===== config.mk =====
export PLATFORM = sky130hd
export DESIGN_NAME = htable_stash_core
export DESIGN_NICKNAME = d
export VERILOG_FILES = /design/src/source/htable_pkg.sv /design/src/source/htable_intf.sv /design/src/source/htable_lookup_dispatch.sv /design/src/source/htable_resp_merge.sv /design/src/source/htable_stash.sv /design/src/source/htable_stash_core.sv /design/src/source/htable_table.sv
export VERILOG_INCLUDE_DIRS = /design/src /design/src/source
export SDC_FILE = /design/constraint.sdc
export NUM_CORES = 1
export LEC_CHECK = 0
export BUFFER_PORTS_ARGS = -buffer_cell sky130_fd_sc_hd__buf_2
export CAP_MARGIN = 20
export CORE_MARGIN = 10
export CORE_UTILIZATION = 55
export CTS_BUF_LIST = sky130_fd_sc_hd__clkbuf_4
export CTS_CLUSTER_DIAMETER = 50
export DETAILED_ROUTE_END_ITERATION = 12
export GPL_TIMING_DRIVEN = 0
export PLACE_DENSITY_LB_ADDON = 0.3
export SLEW_MARGIN = 20
export SYNTH_ARGS = -nofsm -noshare
export SYNTH_HDL_FRONTEND = slang
export SYNTH_SLANG_ARGS = --single-unit
export TNS_END_PERCENT = 10

===== constraint.sdc =====
create_clock -name clk -period 5.3 [get_ports clk]
set_input_delay 0.265 -clock clk [delete_from_list [all_inputs] [get_ports clk]]
set_output_delay 0.265 -clock clk [all_outputs]
set_load 0.01 [all_outputs]

===== src/source/htable_defines.svh =====
`ifndef HTABLE_DEFINES_SVH
`define HTABLE_DEFINES_SVH

// Key and value widths
`define HTABLE_KEY_WID 16
`define HTABLE_VALUE_WID 16

// Table index width, depth is 2**HTABLE_INDEX_WID
`define HTABLE_INDEX_WID 4

// Overflow stash entries
`define HTABLE_STASH_SIZE 4

// Lookups accepted but not yet taken at the result port
`define HTABLE_MAX_INFLIGHT 4

`endif


===== src/source/htable_pkg.sv =====
`default_nettype none

`include "htable_defines.svh"

package htable_pkg;

    // Payload types
    typedef logic [`HTABLE_KEY_WID-1:0]   key_t;
    typedef logic [`HTABLE_VALUE_WID-1:0] value_t;
    typedef logic [`HTABLE_INDEX_WID-1:0] index_t;

    // Control port opcodes
    typedef enum logic [1:0] {
        OP_TBL_INSERT   = 2'd0,
        OP_TBL_DELETE   = 2'd1,
        OP_STASH_INSERT = 2'd2,
        OP_STASH_DELETE = 2'd3
    } htable_op_t;

    // Table init sequencing
    typedef enum logic {
        INIT_SWEEP = 1'b0,
        INIT_READY = 1'b1
    } htable_init_state_t;

endpackage : htable_pkg

`default_nettype wire


===== src/source/htable_intf.sv =====
`timescale 1ns/10ps
`default_nettype none

// Lookup request and response bundle
interface htable_lookup_if ();
    import htable_pkg::*;

    logic   req;
    logic   rdy;
    key_t   key;
    // Response, one ack per accepted request, in order
    logic   ack;
    logic   found;
    value_t value;

    modport requester (
        output req,
        output key,
        input  rdy,
        input  ack,
        input  found,
        input  value
    );

    modport responder (
        input  req,
        input  key,
        output rdy,
        output ack,
        output found,
        output value
    );
endinterface : htable_lookup_if

// Control write bundle, always accepted by the sinks
interface htable_wr_if ();
    import htable_pkg::*;

    logic       wr;
    htable_op_t op;
    key_t       key;
    value_t     value;

    modport source (output wr, output op, output key, output value);
    modport sink   (input wr, input op, input key, input value);
endinterface : htable_wr_if

`default_nettype wire


===== src/source/htable_lookup_dispatch.sv =====
`timescale 1ns/10ps
`default_nettype none

`include "htable_defines.svh"

module htable_lookup_dispatch (
    input  logic                   clk,
    input  logic                   rst,
    input  logic                   init_done,
    // Lookup port
    input  logic                   lookup_valid,
    output logic                   lookup_ready,
    input  htable_pkg::key_t       lookup_key,
    // Result handshake, returns one credit
    input  logic                   result_taken,
    // Control port
    input  logic                   ctrl_valid,
    output logic                   ctrl_ready,
    input  htable_pkg::htable_op_t ctrl_op,
    input  htable_pkg::key_t       ctrl_key,
    input  htable_pkg::value_t     ctrl_value,
    // Toward the two stores
    htable_lookup_if.requester     tbl_lookup,
    htable_lookup_if.requester     stash_lookup,
    htable_wr_if.source            wr
);
    import htable_pkg::*;

    localparam int CRED_WID = $clog2(`HTABLE_MAX_INFLIGHT + 1);

    logic                lkp_vld;
    key_t                lkp_key;
    logic [CRED_WID-1:0] credits;
    logic                lookup_xfer;
    logic                ctrl_xfer;

    // ----------------------------
    // Handshakes
    // ----------------------------
    // Control only when nothing is in flight
    assign ctrl_ready = init_done && (credits == '0);
    assign ctrl_xfer  = ctrl_valid && ctrl_ready;

    // Control wins a same-cycle tie so a write never overlaps a lookup
    assign lookup_ready = init_done && (credits != CRED_WID'(`HTABLE_MAX_INFLIGHT))
                          && tbl_lookup.rdy && stash_lookup.rdy && !ctrl_xfer;
    assign lookup_xfer  = lookup_valid && lookup_ready;

    // Issue from the input register to both stores at once
    assign tbl_lookup.req   = lkp_vld;
    assign tbl_lookup.key   = lkp_key;
    assign stash_lookup.req = lkp_vld;
    assign stash_lookup.key = lkp_key;

    // ----------------------------
    // Registers
    // ----------------------------
    always_ff @(posedge clk) begin
        if (rst) begin
            lkp_vld <= 1'b0;
            credits <= '0;
            wr.wr   <= 1'b0;
        end else begin
            lkp_vld <= lookup_xfer;
            // One-cycle write pulse
            wr.wr   <= ctrl_xfer;
            if (lookup_xfer && !result_taken) begin
                credits <= credits + 1'b1;
            end else if (!lookup_xfer && result_taken) begin
                credits <= credits - 1'b1;
            end
        end
    end

    // Payload
    always_ff @(posedge clk) begin
        if (lookup_xfer) begin
            lkp_key <= lookup_key;
        end
        if (ctrl_xfer) begin
            wr.op    <= ctrl_op;
            wr.key   <= ctrl_key;
            wr.value <= ctrl_value;
        end
    end

    // Credits bound what the merge queue has to hold
    a_credit_limit : assert property (@(posedge clk) disable iff (rst)
        credits <= CRED_WID'(`HTABLE_MAX_INFLIGHT))
        else $error("credit count above in-flight limit");

endmodule : htable_lookup_dispatch

`default_nettype wire


===== src/source/htable_resp_merge.sv =====
`timescale 1ns/10ps
`default_nettype none

`include "htable_defines.svh"

module htable_resp_merge #(
    parameter int DEPTH = `HTABLE_MAX_INFLIGHT
) (
    input  logic               clk,
    input  logic               rst,
    // Response side of both stores
    htable_lookup_if.requester tbl_rsp,
    htable_lookup_if.requester stash_rsp,
    // Result port
    output logic               result_valid,
    input  logic               result_ready,
    output logic               result_found,
    output htable_pkg::value_t result_value
);
    import htable_pkg::*;

    localparam int PTR_WID = (DEPTH > 1) ? $clog2(DEPTH) : 1;
    localparam int CNT_WID = $clog2(DEPTH + 1);

    function automatic logic [PTR_WID-1:0] ptr_next(input logic [PTR_WID-1:0] p);
        return (p == PTR_WID'(DEPTH - 1)) ? '0 : p + 1'b1;
    endfunction

    // Stash answers waiting for the table
    logic               ctx_found [DEPTH];
    value_t             ctx_value [DEPTH];
    logic [PTR_WID-1:0] ctx_wr_ptr;
    logic [PTR_WID-1:0] ctx_rd_ptr;
    logic [CNT_WID-1:0] ctx_cnt;

    // Merged results
    logic               out_found [DEPTH];
    value_t             out_value [DEPTH];
    logic [PTR_WID-1:0] out_wr_ptr;
    logic [PTR_WID-1:0] out_rd_ptr;
    logic [CNT_WID-1:0] out_cnt;
    logic               out_push;
    logic               out_pop;

    logic   mrg_found;
    value_t mrg_value;

    // ----------------------------
    // Context queue
    // ----------------------------
    always_ff @(posedge clk) begin
        if (rst) begin
            ctx_wr_ptr <= '0;
            ctx_rd_ptr <= '0;
            ctx_cnt    <= '0;
        end else begin
            if (stash_rsp.ack) begin
                ctx_wr_ptr <= ptr_next(ctx_wr_ptr);
            end
            if (tbl_rsp.ack) begin
                ctx_rd_ptr <= ptr_next(ctx_rd_ptr);
            end
            ctx_cnt <= ctx_cnt + CNT_WID'(stash_rsp.ack) - CNT_WID'(tbl_rsp.ack);
        end
    end

    always_ff @(posedge clk) begin
        if (stash_rsp.ack) begin
            ctx_found[ctx_wr_ptr] <= stash_rsp.found;
            ctx_value[ctx_wr_ptr] <= stash_rsp.value;
        end
    end

    // Stash hit first, then table hit, else a clean miss
    always_comb begin
        mrg_found = ctx_found[ctx_rd_ptr] || tbl_rsp.found;
        if (ctx_found[ctx_rd_ptr]) begin
            mrg_value = ctx_value[ctx_rd_ptr];
        end else if (tbl_rsp.found) begin
            mrg_value = tbl_rsp.value;
        end else begin
            mrg_value = '0;
        end
    end

    // ----------------------------
    // Output queue
    // ----------------------------
    assign out_push = tbl_rsp.ack;
    assign out_pop  = result_valid && result_ready;

    always_ff @(posedge clk) begin
        if (rst) begin
            out_wr_ptr <= '0;
            out_rd_ptr <= '0;
            out_cnt    <= '0;
        end else begin
            if (out_push) begin
                out_wr_ptr <= ptr_next(out_wr_ptr);
            end
            if (out_pop) begin
                out_rd_ptr <= ptr_next(out_rd_ptr);
            end
            out_cnt <= out_cnt + CNT_WID'(out_push) - CNT_WID'(out_pop);
        end
    end

    always_ff @(posedge clk) begin
        if (out_push) begin
            out_found[out_wr_ptr] <= mrg_found;
            out_value[out_wr_ptr] <= mrg_value;
        end
    end

    assign result_valid = (out_cnt != '0);
    assign result_found = out_found[out_rd_ptr];
    assign result_value = out_value[out_rd_ptr];

    // Stash always answers a cycle ahead of the table
    a_ctx_no_uflow : assert property (@(posedge clk) disable iff (rst)
        tbl_rsp.ack |-> (ctx_cnt != '0))
        else $error("table answer without a queued stash answer");

    // Dispatch credits keep the queue from filling past DEPTH
    a_out_no_oflow : assert property (@(posedge clk) disable iff (rst)
        (out_push && !out_pop) |-> (out_cnt != CNT_WID'(DEPTH)))
        else $error("result queue overflow");

endmodule : htable_resp_merge

`default_nettype wire


===== src/source/htable_stash.sv =====
`timescale 1ns/10ps
`default_nettype none

`include "htable_defines.svh"

module htable_stash #(
    parameter int SIZE = `HTABLE_STASH_SIZE
) (
    input  logic                      clk,
    input  logic                      rst,
    output logic [$clog2(SIZE+1)-1:0] count,
    htable_lookup_if.responder        lookup,
    htable_wr_if.sink                 wr
);
    import htable_pkg::*;

    localparam int IDX_WID = (SIZE > 1) ? $clog2(SIZE) : 1;
    localparam int CNT_WID = $clog2(SIZE + 1);

    // Slot storage
    logic [SIZE-1:0] slot_vld;
    key_t            slot_key [SIZE];
    value_t          slot_val [SIZE];

    logic [SIZE-1:0]    wr_hit;
    logic [IDX_WID-1:0] hit_idx;
    logic [IDX_WID-1:0] free_idx;
    logic               have_free;
    logic [SIZE-1:0]    lk_hit;
    value_t             lk_value;
    logic               dup_key;

    // ----------------------------
    // Slot match and free search
    // ----------------------------
    always_comb begin
        wr_hit    = '0;
        lk_hit    = '0;
        hit_idx   = '0;
        free_idx  = '0;
        have_free = 1'b0;
        lk_value  = '0;
        // Walk downwards so the lowest free slot is left last
        for (int i = SIZE - 1; i >= 0; i--) begin
            wr_hit[i] = slot_vld[i] && (slot_key[i] == wr.key);
            lk_hit[i] = slot_vld[i] && (slot_key[i] == lookup.key);
            if (wr_hit[i]) begin
                hit_idx = IDX_WID'(i);
            end
            if (!slot_vld[i]) begin
                free_idx  = IDX_WID'(i);
                have_free = 1'b1;
            end
            if (lk_hit[i]) begin
                lk_value = slot_val[i];
            end
        end
    end

    // Occupancy and duplicate check
    always_comb begin
        count   = '0;
        dup_key = 1'b0;
        for (int i = 0; i < SIZE; i++) begin
            count = count + CNT_WID'(slot_vld[i]);
            for (int j = 0; j < i; j++) begin
                if (slot_vld[i] && slot_vld[j] && slot_key[i] == slot_key[j]) begin
                    dup_key = 1'b1;
                end
            end
        end
    end

    // ----------------------------
    // Control writes
    // ----------------------------
    always_ff @(posedge clk) begin
        if (rst) begin
            slot_vld <= '0;
        end else if (wr.wr) begin
            // Same-key insert keeps its slot, full stash drops the insert
            if (wr.op == OP_STASH_INSERT && wr_hit == '0 && have_free) begin
                slot_vld[free_idx] <= 1'b1;
            end else if (wr.op == OP_STASH_DELETE) begin
                slot_vld <= slot_vld & ~wr_hit;
            end
        end
    end

    always_ff @(posedge clk) begin
        if (wr.wr && wr.op == OP_STASH_INSERT) begin
            if (wr_hit != '0) begin
                slot_val[hit_idx] <= wr.value;
            end else if (have_free) begin
                slot_key[free_idx] <= wr.key;
                slot_val[free_idx] <= wr.value;
            end
        end
    end

    // ----------------------------
    // Lookup, one cycle
    // ----------------------------
    // Single-cycle compare, never stalls
    assign lookup.rdy = 1'b1;

    always_ff @(posedge clk) begin
        if (rst) begin
            lookup.ack <= 1'b0;
        end else begin
            lookup.ack <= lookup.req;
        end
    end

    always_ff @(posedge clk) begin
        lookup.found <= (lk_hit != '0);
        lookup.value <= lk_value;
    end

    // Inserts of a present key must reuse its slot
    a_unique_keys : assert property (@(posedge clk) disable iff (rst) !dup_key)
        else $error("two stash slots hold the same key");

endmodule : htable_stash

`default_nettype wire


===== src/source/htable_stash_core.sv =====
`timescale 1ns/10ps
`default_nettype none

`include "htable_defines.svh"

module htable_stash_core (
    input  logic                                       clk,
    input  logic                                       rst,
    // Lookup port
    input  logic                                       lookup_valid,
    output logic                                       lookup_ready,
    input  htable_pkg::key_t                           lookup_key,
    // Result port
    output logic                                       result_valid,
    input  logic                                       result_ready,
    output logic                                       result_found,
    output htable_pkg::value_t                         result_value,
    // Control port
    input  logic                                       ctrl_valid,
    output logic                                       ctrl_ready,
    input  htable_pkg::htable_op_t                     ctrl_op,
    input  htable_pkg::key_t                           ctrl_key,
    input  htable_pkg::value_t                         ctrl_value,
    // Status
    output logic                                       init_done,
    output logic [$clog2(`HTABLE_STASH_SIZE + 1)-1:0] stash_count
);
    logic result_taken;

    // ----------------------------
    // Internal bundles
    // ----------------------------
    htable_lookup_if tbl_lookup_if ();
    htable_lookup_if stash_lookup_if ();
    htable_wr_if     wr_if ();

    // Each result handshake frees one credit
    assign result_taken = result_valid && result_ready;

    // Input side
    htable_lookup_dispatch i_htable_lookup_dispatch (
        .clk          ( clk ),
        .rst          ( rst ),
        .init_done    ( init_done ),
        .lookup_valid ( lookup_valid ),
        .lookup_ready ( lookup_ready ),
        .lookup_key   ( lookup_key ),
        .result_taken ( result_taken ),
        .ctrl_valid   ( ctrl_valid ),
        .ctrl_ready   ( ctrl_ready ),
        .ctrl_op      ( ctrl_op ),
        .ctrl_key     ( ctrl_key ),
        .ctrl_value   ( ctrl_value ),
        .tbl_lookup   ( tbl_lookup_if ),
        .stash_lookup ( stash_lookup_if ),
        .wr           ( wr_if )
    );

    // Direct-mapped table, two-cycle answer
    htable_table i_htable_table (
        .clk       ( clk ),
        .rst       ( rst ),
        .init_done ( init_done ),
        .lookup    ( tbl_lookup_if ),
        .wr        ( wr_if )
    );

    // Overflow stash, one-cycle answer
    htable_stash #(
        .SIZE   ( `HTABLE_STASH_SIZE )
    ) i_htable_stash (
        .clk    ( clk ),
        .rst    ( rst ),
        .count  ( stash_count ),
        .lookup ( stash_lookup_if ),
        .wr     ( wr_if )
    );

    // Output side
    htable_resp_merge #(
        .DEPTH        ( `HTABLE_MAX_INFLIGHT )
    ) i_htable_resp_merge (
        .clk          ( clk ),
        .rst          ( rst ),
        .tbl_rsp      ( tbl_lookup_if ),
        .stash_rsp    ( stash_lookup_if ),
        .result_valid ( result_valid ),
        .result_ready ( result_ready ),
        .result_found ( result_found ),
        .result_value ( result_value )
    );

endmodule : htable_stash_core

`default_nettype wire


===== src/source/htable_table.sv =====
`timescale 1ns/10ps
`default_nettype none

`include "htable_defines.svh"

module htable_table (
    input  logic               clk,
    input  logic               rst,
    output logic               init_done,
    htable_lookup_if.responder lookup,
    htable_wr_if.sink          wr
);
    import htable_pkg::*;

    localparam int DEPTH   = 1 << `HTABLE_INDEX_WID;
    localparam int NIBBLES = `HTABLE_KEY_WID / `HTABLE_INDEX_WID;

    // Index is the xor of all index-wide slices of the key
    function automatic index_t hash_fold(input key_t k);
        index_t h;
        h = '0;
        for (int i = 0; i < NIBBLES; i++) begin
            h ^= k[i*`HTABLE_INDEX_WID +: `HTABLE_INDEX_WID];
        end
        return h;
    endfunction

    htable_init_state_t state;
    index_t             sweep_idx;

    // Entry storage
    logic   ent_vld [DEPTH];
    key_t   ent_key [DEPTH];
    value_t ent_val [DEPTH];

    index_t wr_idx;
    index_t rd_idx;
    logic   wr_match;

    // Lookup stage 1
    logic   s1_req;
    key_t   s1_key;
    logic   s1_vld;
    key_t   s1_ent_key;
    value_t s1_ent_val;
    logic   s1_hit;

    // ----------------------------
    // Init sweep
    // ----------------------------
    always_ff @(posedge clk) begin
        if (rst) begin
            state     <= INIT_SWEEP;
            sweep_idx <= '0;
        end else if (state == INIT_SWEEP) begin
            sweep_idx <= sweep_idx + 1'b1;
            // Last entry cleared, table usable
            if (sweep_idx == index_t'(DEPTH - 1)) begin
                state <= INIT_READY;
            end
        end
    end

    assign init_done  = (state == INIT_READY);
    assign lookup.rdy = init_done;

    // ----------------------------
    // Control writes
    // ----------------------------
    assign wr_idx   = hash_fold(wr.key);
    assign wr_match = ent_vld[wr_idx] && (ent_key[wr_idx] == wr.key);

    // Valid bits are cleared by the sweep
    always_ff @(posedge clk) begin
        if (state == INIT_SWEEP) begin
            ent_vld[sweep_idx] <= 1'b0;
        end else if (wr.wr && wr.op == OP_TBL_INSERT) begin
            ent_vld[wr_idx] <= 1'b1;
        end else if (wr.wr && wr.op == OP_TBL_DELETE && wr_match) begin
            // Delete only the key that actually lives here
            ent_vld[wr_idx] <= 1'b0;
        end
    end

    // Insert overwrites whatever held the slot
    always_ff @(posedge clk) begin
        if (wr.wr && wr.op == OP_TBL_INSERT) begin
            ent_key[wr_idx] <= wr.key;
            ent_val[wr_idx] <= wr.value;
        end
    end

    // ----------------------------
    // Lookup pipeline
    // ----------------------------
    assign rd_idx = hash_fold(lookup.key);
    assign s1_hit = s1_vld && (s1_ent_key == s1_key);

    always_ff @(posedge clk) begin
        if (rst) begin
            s1_req     <= 1'b0;
            lookup.ack <= 1'b0;
        end else begin
            s1_req     <= lookup.req;
            lookup.ack <= s1_req;
        end
    end

    always_ff @(posedge clk) begin
        // Stage 1, read the entry
        s1_key     <= lookup.key;
        s1_vld     <= ent_vld[rd_idx];
        s1_ent_key <= ent_key[rd_idx];
        s1_ent_val <= ent_val[rd_idx];
        // Stage 2, compare and answer
        lookup.found <= s1_hit;
        lookup.value <= s1_hit ? s1_ent_val : '0;
    end

    // Dispatch must hold lookups until the sweep is over
    a_no_early_lookup : assert property (@(posedge clk) disable iff (rst)
        lookup.req |-> init_done)
        else $error("lookup issued before table init");

endmodule : htable_table

`default_nettype wire


==> reports/results.ini <==
[placement]
gp_congestion = 0.974
dp_cells = 3176
port_buffers = 77
dpl_worst_slack_ns = -0.111
post-dp-hpwl_um = 67500

[sta]
fin_crit_sh_pct = 99.5
clock_skew_ns = 0.0824
fin_ws_ns = 0.0276
worst_pin_slew_ns = 1.14
rsz0062_at_grt = false
final_max_slew_viol_count = 0
period_minus_slack_ns = 5.27
max_freq_ghz = 0.190
setup_viol = 0
whs_ns = 0.201
max_slew_margin_pct = 24.0
final_hold_viol_count = 0

[floorplan]
dieHeight_um = 286
io_pins = 79
die_area_um2 = 82000
start_util_pct = 55.6
die_width_um = 286
rows = 97
core_area_um2 = 70100

[power_and_ir_drop]
irDropWorstVdd_uv = 187
leakage_nw = 15.2
power.internal_w = 0.0114
switching_share_pct = 21.5
total_power_w = 0.0146
combPwrFrac_pct = 2.7
powerDensity_nw_per_um2 = 316
switching_power_w = 0.00313
pwr-share-seq_pct = 55.9
power.share.clock_pct = 41.4

[drt]
ant_nets = 0
remaining_drc_errors = 0
via_per_inst = 6.10
vias = 22800
wirelength_um = 103000
drt_pre_antenna_iters = 7
wl_per_cell_um = 27.6
drt_iter0_drc = 3075

[worst_setup_path]
r2r_setup_slack_ns = 0.03
crit_required_ns = 6.03
cp_top_family = compound AO/OA/AOI/OAI gates
cp_slowest_stage_delay_ns = 0.99
crit_buf_inv = 2
crit_fanout = 21
cp-end-kind = flop
cp_cell_sequence = buf_2 > xor2_1 > xnor2_1 > nor2_1 > clkbuf_1 > a221oi_1 > xor2_1 > nand4_1 > nor4_4 > a22oi_2 > o21ai_1
start_kind = flop
crit_slowest_cell = edfxtp_1
crit_top_cell = xor2_1
arrival_ns = 6.00
critPathKind = flop to flop

[cts]
cts_max_path_buffers = 3
insertion_delay_ns = 1.08
numCtsBuffers = 227
tritoncts = built
h-tree-depth = 4
cts-root-buf = clkbuf_4
clk_pin_slew_ns = 0.07
cts.sinks = 956

[yosys]
synth.distinct_cells = 61
synth_top_area_share_pct = 64.8
netlist_area_um2 = 39000
syn_inst = 2118
postSynth.asyncResetShare_pct = 0
yosysTopAreaCell = edfxtp_1
yosys_register_bits = 956
syn_avg_cell_area_um2 = 18.4
yosys_most_used_dff = edfxtp_1
syn_nets = 2193
synth-edff-count = 842
seq_area_frac_synth_pct = 70.6
synthTopCellsByArea = edfxtp_1 (65%), mux4_2 (14%), dfxtp_1 (5.8%)
yosys_warnings = 0

[global_route]
grt.busiest_layer = met2
antenna_found_initial = 12
met3_usage_pct = 6.45
met2_usage_pct = 39.9
grt_pass1_vias = 23500
grt_pass1_wl_um = 150000
grt_util_met1_pct = 32.6
track_usage_pct = 25.0
grt_max_degree = 33
grt_overflow = 0

[cells_and_area]
final_common_cell = edfxtp_1
area_growth_pct = 17.8
layout_common_cells = edfxtp_1 (842), clkbuf_4 (339), mux4_2 (250), nand2_1 (133), dfxtp_1 (114)
multiInputGateArea_um2 = 11000
fill_cells = 4811
finish.utilization_pct = 65.6
final_nets = 2669
register_area_um2 = 27600
stdcell_count = 3733
drive_gt1_share_pct = 29.8

[worst_hold_path]
min-delay-path-class = primary input to flop

[status]
status = finished clean

[run]
max-cap-violations = 0

==> registers in the layout, summed over array words and instances (netlist names), 16 cells and up, named ones only <==
register / flops
i_htable_table.ent_vld: 16
i_htable_resp_merge.out_value: 64
i_htable_lookup_dispatch.wr.key: 16
i_htable_table.s1_key: 16
i_htable_table.lookup.value: 16
i_htable_lookup_dispatch.stash_lookup.key: 16
i_htable_table.ent_key: 256
i_htable_table.s1_ent_key: 16
i_htable_resp_merge.ctx_value: 64
i_htable_table.ent_val: 256
i_htable_table.s1_ent_val: 16
i_htable_stash.slot_val: 64
i_htable_stash.lookup.value: 16
i_htable_stash.slot_key: 64
i_htable_lookup_dispatch.wr.value: 16
==> worst register-to-register path, stage by stage, from the launching register on <==
cell      delay, ns
edfxtp_1       0.99
buf_2          0.48
xor2_1         0.20
xnor2_1        0.58
nor2_1         0.21
clkbuf_1       0.42
a221oi_1       0.73
xor2_1         0.25
nand4_1        0.18
nor4_4         0.48
a22oi_2        0.21
o21ai_1        0.22
==> logic make-up (layout without fill, tap and decap cells) <==
kind of cell / after synthesis / count (layout) / share of synthesized area (%)
compound gates: 155 / 155 / 2.54
xor+xnor: 191 / 191 / 4.40
fa+ha+maj: 20 / 20 / 0.699
buf+inv: 147 / 817 / 1.59
flops: 956 / 956 / 70.6
mux: 281 / 281 / 15.4
other cells: 0 / 5 / 0
simple gates: 368 / 368 / 4.69
==> per-stage QoR <==
stage / TNS [ns] / instance area (um^2)
5_1_grt: 0 / 46000
3_3_place_gp: -721.27 / 40600
4_1_cts: 0 / 45700
3_5_place_dp: -1.02 / 41600
2_1_floorplan: 0 / 39000
6_report: 0 / 46000
==> per-layer routing <==
| layer | routed length [um] | share of wire (%) |
|---|---|---|
| met5 | 13 | 0.013 |
| met4 | 3570 | 3.5 |
| met3 | 11900 | 12 |
| met2 | 49200 | 48 |
| met1 | 38500 | 37 |
==> final cells by class <==
class,count,area share [%]
inverter,21,0.171
antenna,5,0.0272
clock buffer,339,5.53
sequential,956,59.9
tap,940,2.56
multi-input combinational,1015,24.0
timing repair buffer,247,5.58
clock inverter,84,1.02
buffer,126,1.21
==> power groups by stage <==
stage,Sequential [W],Clock [W],Combinational (W)
after global routing,0.00813,0.00658,0.000446
after floorplan,0.00829,0,0.000235
final,0.00813,0.00602,0.000399
after detailed placement,0.00830,0,0.000345
after global placement,0.00829,0,0.000336
after CTS,0.00813,0.00613,0.000405
==> path summary, 6_finish.rpt <==
path,startpoint,endpoint,cells after the start
hold reg to reg,i_htable_lookup_dispatch.stash_lookup.key[2],i_htable_table.s1_key[2],0
setup reg to reg,i_htable_lookup_dispatch.wr.key[11],i_htable_table.ent_vld[11],11
setup / recovery,i_htable_lookup_dispatch.wr.key[11],i_htable_table.ent_vld[11],11
hold / removal,result_ready,flop,5
==> synth_stat cells (all sizes together), types with 2 or more instances <==
| cell | instances |
|---|---|
| dfxtp | 114 |
| a22o | 6 |
| inv | 21 |
| and3 | 13 |
| a31oi | 3 |
| mux4 | 255 |
| a41oi | 2 |
| a21oi | 47 |
| and3b | 2 |
| or3 | 2 |
| o21ai | 54 |
| a211o | 6 |
| a211oi | 2 |
| or4 | 2 |
| o211ai | 2 |
| a32oi | 11 |
| xor2 | 79 |
| or2 | 3 |
| and2 | 28 |
| buf | 46 |
| nor2 | 56 |
| mux2i | 26 |
| edfxtp | 842 |
| a22oi | 4 |
| nor4 | 23 |
| nand3b | 16 |
| nand2 | 133 |
| nor3b | 3 |
| fa | 3 |
| nand4 | 38 |
| clkbuf | 80 |
| ha | 17 |
| nor3 | 25 |
| a221oi | 7 |
| xnor2 | 112 |
| nor2b | 7 |
| nand3 | 15 |
==> repair_timing <==
item | in CTS | in global routing
endpoints found under the setup margin | 16 | 16
resized for setup | 0 | 5
endpoints found under the hold margin | 122 | 0
cloned | 0 | 0
setup buffers | 4 | 19
hold buffers | 105 | 0
Power figures use the tool's default switching activity.
